$ cat config.mk
export PLATFORM = sky130hd
export DESIGN_NAME = line_buffer
export DESIGN_NICKNAME = d
export VERILOG_FILES = /design/src/hw/conv_pkg.sv /design/src/hw/line_buffer.sv
export SDC_FILE = /design/constraint.sdc
export NUM_CORES = 2
export LEC_CHECK = 0
export BUFFER_PORTS_ARGS = -buffer_cell sky130_fd_sc_hd__clkbuf_2
export CAP_MARGIN = 25
export CELL_PAD_IN_SITES_DETAIL_PLACEMENT = 1
export CELL_PAD_IN_SITES_GLOBAL_PLACEMENT = 2
export CORE_ASPECT_RATIO = 1.75
export CORE_UTILIZATION = 30
export CTS_CLUSTER_SIZE = 12
export DETAILED_ROUTE_END_ITERATION = 10
export PLACE_DENSITY = 0.58
export SLEW_MARGIN = 15
export SYNTH_ARGS = -nofsm -noshare
export SYNTH_HDL_FRONTEND = slang
export SYNTH_SLANG_ARGS = --single-unit
$ cat constraint.sdc
create_clock -name clk -period 3.9 [get_ports clk]
set_input_delay 0.78 -clock clk [delete_from_list [all_inputs] [get_ports clk]]
set_output_delay 0.78 -clock clk [all_outputs]
set_load 0.01 [all_outputs]
$ cat src/hw/conv_pkg.sv
package conv_pkg;

    localparam int PIC_SIZE    = 28;                       // Image width and height
    localparam int KERNEL_SIZE = 5;                        // Kernel side
    localparam int KERNEL_TAPS = KERNEL_SIZE * KERNEL_SIZE; // Taps per window
    localparam int PAD         = KERNEL_SIZE / 2;          // Zero border on each side
    localparam int BUF_WIDTH   = PIC_SIZE + 2 * PAD;       // Padded row length
    localparam int PIXEL_BITS  = 8;
    localparam int WEIGHT_BITS = 8;
    localparam int RESULT_BITS = 21;                       // Holds 25 pixel x weight products
    localparam int MAC_LAT     = 2;                        // Window register to result

    typedef logic        [PIXEL_BITS-1:0]  pixel_t;        // Unsigned pixel
    typedef logic signed [WEIGHT_BITS-1:0] weight_t;       // Signed weight
    typedef logic signed [RESULT_BITS-1:0] result_t;       // Full precision result

    typedef pixel_t  window_t [KERNEL_TAPS];               // Row-major 5x5 window
    typedef weight_t kernel_t [KERNEL_TAPS];               // Row-major 5x5 kernel

    typedef logic [$clog2(PIC_SIZE)-1:0]            col_idx_t;
    typedef logic [$clog2(PIC_SIZE)-1:0]            row_idx_t;
    typedef logic [$clog2(PIC_SIZE*PIC_SIZE)-1:0]   res_addr_t;    // Raster result address
    typedef logic [$clog2(KERNEL_TAPS)-1:0]         weight_addr_t;

    typedef enum logic [2:0] {
        IDLE,      // Waiting for conv_start
        LOAD_W,    // Kernel fetch
        LOAD_ROW,  // Line buffer update
        CAL,       // Window sweep over one output row
        DRAIN      // Pipeline flush
    } conv_state_t;

endpackage
$ cat src/hw/line_buffer.sv
`timescale 1ns/1ns

module line_buffer import conv_pkg::*; (
    input  logic     clk,
    input  logic     rst_n,
    input  logic     row_load,
    input  logic     row_first,
    input  logic     row_zero,
    input  logic     pic_valid,
    input  pixel_t   pic,
    input  col_idx_t col_idx,
    input  logic     sweep_en,
    output logic     need_pic,
    output logic     row_done,
    output window_t  window,
    output logic     window_valid
);

    localparam int ROW_W = $clog2(KERNEL_SIZE);

    pixel_t           rows [KERNEL_SIZE][BUF_WIDTH];   // Row 0 is the top of the window
    logic [ROW_W-1:0] wr_row;                          // Row receiving pixels
    col_idx_t         wr_col;                          // Image column of next pixel
    logic             take;

    assign take = pic_valid && need_pic;   // Accepted pixel

    always_ff @(posedge clk or negedge rst_n) begin
        if (!rst_n) begin
            need_pic <= 1'b0;
            row_done <= 1'b0;
            wr_row   <= '0;
            wr_col   <= '0;
        end else begin
            row_done <= 1'b0;
            if (row_load) begin
                wr_col <= '0;
                if (row_zero) begin
                    row_done <= 1'b1;      // Zero row needs no host data
                end else begin
                    need_pic <= 1'b1;
                    wr_row   <= row_first ? ROW_W'(PAD) : ROW_W'(KERNEL_SIZE - 1);
                end
            end else if (take) begin
                if (wr_col == col_idx_t'(PIC_SIZE - 1)) begin
                    wr_col <= '0;
                    if (wr_row == ROW_W'(KERNEL_SIZE - 1)) begin
                        need_pic <= 1'b0;  // Drops right after the last pixel
                        row_done <= 1'b1;
                    end else begin
                        wr_row <= wr_row + 1'b1;
                    end
                end else begin
                    wr_col <= wr_col + 1'b1;
                end
            end
        end
    end

    always_ff @(posedge clk) begin
        if (row_load) begin
            for (int r = 0; r < KERNEL_SIZE - 1; r++) begin
                for (int c = 0; c < BUF_WIDTH; c++) begin
                    rows[r][c] <= row_first ? '0 : rows[r+1][c];   // Clear or shift up
                end
            end
            for (int c = 0; c < BUF_WIDTH; c++) begin
                rows[KERNEL_SIZE-1][c] <= '0;   // Fresh bottom row, padding stays zero
            end
        end else if (take) begin
            rows[wr_row][PAD + wr_col] <= pic;
        end
    end

    // Window register doubles as the MAC input stage
    always_ff @(posedge clk) begin
        if (sweep_en) begin
            for (int i = 0; i < KERNEL_SIZE; i++) begin
                for (int j = 0; j < KERNEL_SIZE; j++) begin
                    window[i*KERNEL_SIZE + j] <= rows[i][col_idx + j];
                end
            end
        end
    end

    always_ff @(posedge clk or negedge rst_n) begin
        if (!rst_n) window_valid <= 1'b0;
        else        window_valid <= sweep_en;   // Tracks the window register
    end

    // Host may only present pixels while a row is being requested
    assert property (@(posedge clk) disable iff (!rst_n) pic_valid |-> need_pic)
        else $error("pic_valid without need_pic");

endmodule

== After elaboration in Yosys (flattened, before gate mapping) ==
Memory sizes are Yosys's and may differ from the RTL's.
Cells that the tools add are included.

* $add $sub $neg: 7
* Multiply operators: 0
* Div/mod/pow operators: 0
* $lt $le $gt $ge: 7
* Equality and inequality tests: 4
* Shift operators: 0
* Multiplexer cells: 232
* Bitwise gates (word level): 6
* Reductions and logical operators: 8

{| class="wikitable"
|+ Operators with widths
! cell !! number
|-
| 8-bit two-way mux || 179
|-
| 8-bit binary-select mux with 5-bit select || 25
|-
| 256-bit two-way mux || 3
|-
| 256-bit OR reduction || 1
|-
| 33-bit by 6-bit greater-or-equal comparator with 1-bit output (second input constant) || 6
|-
| 6-bit NOT with 33-bit output || 5
|-
| 8-bit demux with 5-bit select || 1
|-
| 33-bit by 1-bit less-than comparator with 1-bit output (second input constant) || 1
|-
| 5-bit NOT with 33-bit output || 1
|-
| 3-bit two-way mux || 7
|-
| 5-bit two-way mux || 3
|-
| 1-bit two-way mux || 14
|-
| 5-bit by 2-bit adder with 6-bit output (second input constant) || 2
|-
| 4-bit AND reduction || 2
|-
| 2-bit by 5-bit adder with 6-bit output (first input constant) || 1
|-
| 5-bit by 1-bit adder with 6-bit output (second input constant) || 1
|-
| 5-bit by 3-bit adder with 6-bit output (second input constant) || 1
|-
| 2-bit nonzero test || 3
|-
| 5-bit by 1-bit adder with 5-bit output (second input constant) || 1
|-
| 5-bit equality test (second input constant) || 1
|-
| 2-bit != test (second input constant) || 2
|-
| 3-bit by 1-bit adder with 3-bit output (second input constant) || 1
|-
| 3-bit equality test (second input constant) || 1
|-
| 1-bit logical AND || 2
|}

* Register bits: 211
* Bits in latches: 0
* Bits in writable memories: 1,280
* Memory bits (read-only): 0
* Input bits: 20
* Output and inout port bits: 203
* Word-level logic and storage cells: 295
* Memories kept: 1

{| class="wikitable"
|+ Memories
! memory !! words !! bits a word !! read ports !! clocked after Yosys merged registers in !! wr ports !! RTL line !! text
|-
| rows || 5 || 256 || 5 || 0 || 5 || line_buffer.sv:21 || <nowiki>pixel_t rows [KERNEL_SIZE][BUF_WIDTH];</nowiki>
|}

== Longest topological paths before layout ==
* Depth after elaboration: 9
* Depth in mapped cells: 14
* Mapped depth without buffers: 7

== Least setup slack after synthesis ==
OpenSTA, ideal clock, no wires.

* Path kind: input to register
* From: input port col_idx[1]
* To: register window[15] (netlist name), data pin
* Setup time: 0.260 ns
* Arrival: 4.276 ns
* Data required time: 3.640 ns
* Slack: -0.636 ns
* Cell stages on the path: 12
* Buffers on the path: 7
* Path through: clkbuf_1 buf_2 buf_1 buf_1 inv_1 ha_1 buf_2 buf_2 clkbuf_1 mux4_2 mux4_2 mux2_2

* Cells in the longest elaborated chain, start to end: 5

{| class="wikitable"
|+ RTL lines
! element !! RTL line !! text
|-
| start, declared || line_buffer.sv:11 || <nowiki>input col_idx_t col_idx,</nowiki>
|-
| 5-bit by 2-bit adder with 6-bit output || line_buffer.sv:80 || <nowiki>window[i*KERNEL_SIZE + j] <= rows[i][col_idx + j];</nowiki>
|-
| 6-bit NOT with 33-bit output (not written as such) || line_buffer.sv:80 ||
|-
| 8-bit binary-select mux with 5-bit select || line_buffer.sv:80 ||
|-
| 8-bit two-way mux (not written as such) (2 in a row) || line_buffer.sv:80 ||
|-
| end signal, assigned by index || line_buffer.sv:80 ||
|-
| end, declared || line_buffer.sv:15 || <nowiki>output window_t window,</nowiki>
|}

Every way passes these cells. The select of a mux whose other input is x is not followed.
A chain may end at the register's enable or synchronous reset.

==> impl_summary.md <==
Run status
The run finished with clean final reports.

CTS
The H-tree generated during clock tree synthesis spans 4 levels. The source-to-sink clock delay at the later pin of the worst-skew pair is 920 ps. The master cell of the clock root buffer is sky130_fd_sc_hd__clkbuf_16.

The number of CTS-inserted buffers is 173. The clock passes through at most 4 buffers. Clock-pin slew was measured on the worst setup and hold paths at 60 ps. The number of clock sinks is 1491. TritonCTS built the clock tree.

GRT
Entering global routing, the biggest net connects 106 pins. The number of global-route vias before repair is 81.6k. The first global-routing pass estimated 790000 µm of wire. Global routing finished with a remaining overflow of 0. The global-route usage over all layers is 33.3%. The initial antenna violation count came to 71.

Routing
For this run, design rule violations remaining after detail routing come to 0. The average via count per standard cell is 6.61. Detailed routing inserted a total of 81.8k vias. The number of nets with antenna violations after routing is 0. The detailed-routing iteration count for the pre-antenna-repair pass is 6. The average wire per standard cell is 48.6 µm. Wires add up to 601000 µm. The number of violations reported at the end of detailed-routing iteration 0 is 10.3k.

Synth
Summed over all instances, the cell type with the most area after synthesis is sky130_fd_sc_hd__edfxtp_1. The average cell area after synthesis is 14.1 µm². After synthesis, the netlist uses 67 different library cells. The top cell type's share of synthesized area is 41.9%. In this run, synthesis produced a sequential element count of 1491. The number of enable-type register cells in the synthesized netlist is 1480. For this run, the number of Yosys warnings is 0. The instance count of the mapped netlist is 7532. The share of the yosys chip area belonging to registers is 42.2%. The netlist area before placement is 0.106 mm². The number of nets handed over by synthesis was 7564. Yosys attributes the largest share of cell area to sky130_fd_sc_hd__edfxtp_1, sky130_fd_sc_hd__mux4_2, sky130_fd_sc_hd__nand2_1, sky130_fd_sc_hd__o21ai_0, sky130_fd_sc_hd__mux2_2. The most used flip-flop cell after synthesis is sky130_fd_sc_hd__edfxtp_1. The share of flip-flops with an asynchronous set or reset after synthesis is 0.738%.

Timing
The post-route worst setup slack is 95.8 ps. The actual transition at the worst max-transition pin is 1160 ps. Adding up every negative setup slack in the final design gives 0 ps. Counting I/O delays and the setup requirement, the final critical path takes 3800 ps. The number of endpoints with negative hold slack in the final report is 0.

On the final layout, the worst hold slack is 136 ps. The worst clock skew is 73.5 ps. Setup repair after global routing left no endpoint under its margin.

The total count of max-transition violations in the final report is 0. The timing-limited maximum frequency is 0.263 GHz. In this run the tightest slew margin relative to its limit is 22.6%. Dividing the final minimum period by the clock period gives 97.5%.

Setup violations remaining at the end of the flow were counted as 0.

Critical path
The number of cells traversed by the worst register-to-register path is 6. The type of the worst setup path is reg -> reg. The required time at the endpoint of the critical path is 4440 ps. The reg-to-reg critical path startpoint is wr_col[1]. The worst setup path is launched from a register. In this run the worst setup path begins at wr_col[1].

The worst setup path is captured at a register. The signal arrival time at the worst endpoint is 4340 ps. The highest fanout seen on the critical path is 19. In this run the register-to-register setup slack is 100 ps.

The number of buffer and inverter stages on the critical path is 0. Walking the worst path, the cells encountered are ha_4 > nand2_1 > or2_2 > a211oi_4 > nand2_1 > nand2_1. The critical path's slowest cell is sky130_fd_sc_hd__a211oi_4. The delay contributed by the slowest stage of the critical path is 890 ps. The worst register-to-register path ends at rows[4][27]. The most numerous cell on the critical path is sky130_fd_sc_hd__nand2_1. The cell family with the largest share of critical-path delay is simple AND/OR/NAND/NOR gates.

Placed design
Port buffering added 222 buffers. Detailed placement ended at an HPWL of 468000 µm. Before CTS, the worst setup slack after placement is -58.6 ps. The global placement routability congestion is 0.980.

Floorplan
The die height is 789 µm. Once the floorplan was initialized, standard cells occupied 30.2% of the core. The die area is 0.356 mm². The number of placement rows is 288.

The die is 452 µm wide. The total core area is 0.352 mm². The number of top-level pins is 223.

Power and ir drop
The worst IR drop on VDD is 0.364 mV. The post-route total power is 0.0507 W. The analysis attributes to cell leakage a power of 40.1 nW. In this run the power density over the cells is 420 mW/mm².

Hold path
The number of cells on the worst hold path is 2. The hold path endpoint is need_pic. The type of the worst min-delay path is in -> reg. The start point of the worst hold path is row_zero.

Final layout
The top cell types in the final layout, fill and taps aside, are sky130_fd_sc_hd__nand2_1, sky130_fd_sc_hd__mux4_2, sky130_fd_sc_hd__edfxtp_1. The final net count is 7636. The share of final-layout standard cells stronger than drive strength 1 is 39.9%. Relative to the synthesized area, the layout overhead comes to 13.9%. The leading cell type in the layout, fill and taps excluded is sky130_fd_sc_hd__nand2_1.

Job
The number of violations of the max-capacitance limit is 0.
[power breakdown]
| group | total [W] | internal (W) | switching, W |
|---|---|---|---|
| Combinational | 0.0121 | 0.00521 | 0.00693 |
| Sequential | 0.0216 | 0.0191 | 0.00249 |
| Clock | 0.0170 | 0.00957 | 0.00741 |
[cells in the mapped netlist, types with 7 or more instances]
library cell                count
sky130_fd_sc_hd__buf_4         30
sky130_fd_sc_hd__buf_6         16
sky130_fd_sc_hd__nand4_1       20
sky130_fd_sc_hd__mux2i_1      130
sky130_fd_sc_hd__nand2_4       16
sky130_fd_sc_hd__and2_1        13
sky130_fd_sc_hd__or2_2         62
sky130_fd_sc_hd__buf_1         97
sky130_fd_sc_hd__clkbuf_1     449
sky130_fd_sc_hd__nand3_1      138
sky130_fd_sc_hd__edfxtp_1    1480
sky130_fd_sc_hd__a31oi_1       10
sky130_fd_sc_hd__dfrtp_1       11
sky130_fd_sc_hd__ha_1          12
sky130_fd_sc_hd__nor4_4        43
sky130_fd_sc_hd__a2111oi_4     46
sky130_fd_sc_hd__a21oi_1       16
sky130_fd_sc_hd__inv_1         16
sky130_fd_sc_hd__o21ai_0      836
sky130_fd_sc_hd__nand2_1     1730
sky130_fd_sc_hd__nand2b_1       7
sky130_fd_sc_hd__buf_2        240
sky130_fd_sc_hd__o21ai_1      112
sky130_fd_sc_hd__o41ai_1       14
sky130_fd_sc_hd__nor2_1        12
sky130_fd_sc_hd__or3_1         10
sky130_fd_sc_hd__mux4_2      1680
sky130_fd_sc_hd__nor3_1         7
sky130_fd_sc_hd__mux2_2       201
[cell type report]
type                            instances  area (µm²)
Antenna cell                           25        62.6
Clock inverter                         74         905
Sequential cell                      1491       44700
Tap cell                             4640        5810
Timing Repair Buffer                  730        6580
Inverter                               20        87.6
Clock buffer                          210        4550
Fill cell                           36584      231000
Multi-Input combinational cell       5188       58100
[worst max path at each step]
| stage | cells after the start | to | slack (ps) |
|---|---|---|---|
| after floorplan | 13 | window[104] | 20 |
| after global placement | 10 | window[89] | -60 |
| after detailed placement | 10 | window[89] | -60 |
| after CTS | 6 | rows[0][188] | 90 |
| after global routing | 6 | rows[4][31] | 90 |
| final | 6 | rows[4][27] | 100 |
[registers in the layout (all words and copies together), names as in the netlist]
signal,flops
window_valid,1
rows,1280
wr_col,5
row_done,1
need_pic,1
window,200
wr_row,3
[routing by layer]
metal  global-route usage, %  up-vias  wire (µm)
li1                        -    30603          -
met1                    34.5    44196     192000
met2                    58.7     5320     307000
met3                    5.87     1693      41200
met4                    27.0       30      60800
met5                       0        -        195
[kinds of logic (layout without fill, tap and decap cells)]
| logic type | Yosys count | in the layout | synth area share [%] |
|---|---|---|---|
| AOI/OAI and AO/OA | 1070 | 1070 | 6.27 |
| xor gates and xnor gates | 11 | 11 | 0.0908 |
| adders and majority gates | 12 | 12 | 0.142 |
| buffers and inverters | 853 | 1034 | 3.52 |
| DFF | 1491 | 1491 | 42.2 |
| muxes | 2011 | 2011 | 39.0 |
| other | 0 | 25 | 0 |
| and+or+nand+nor | 2084 | 2084 | 8.79 |
[through the flow]
stage                     instances  util [%]  instance area, µm²
after floorplan                7532         -              106000
after global placement        12058      32.7              115000
after detailed placement      12064      32.8              115000
after CTS                     12349      34.3              121000
after global routing          12354      34.3              121000
final                         12378      34.3              121000
[what timing repair did]
item / 4_1_cts / 5_1_grt
buffers inserted: 0 / 0
resized for setup: 0 / 1
endpoints found under the hold margin: 11 / 0
endpoints found under the setup margin: 0 / 8
hold buffers: 1 / 0
Power figures use the tool's default switching activity.
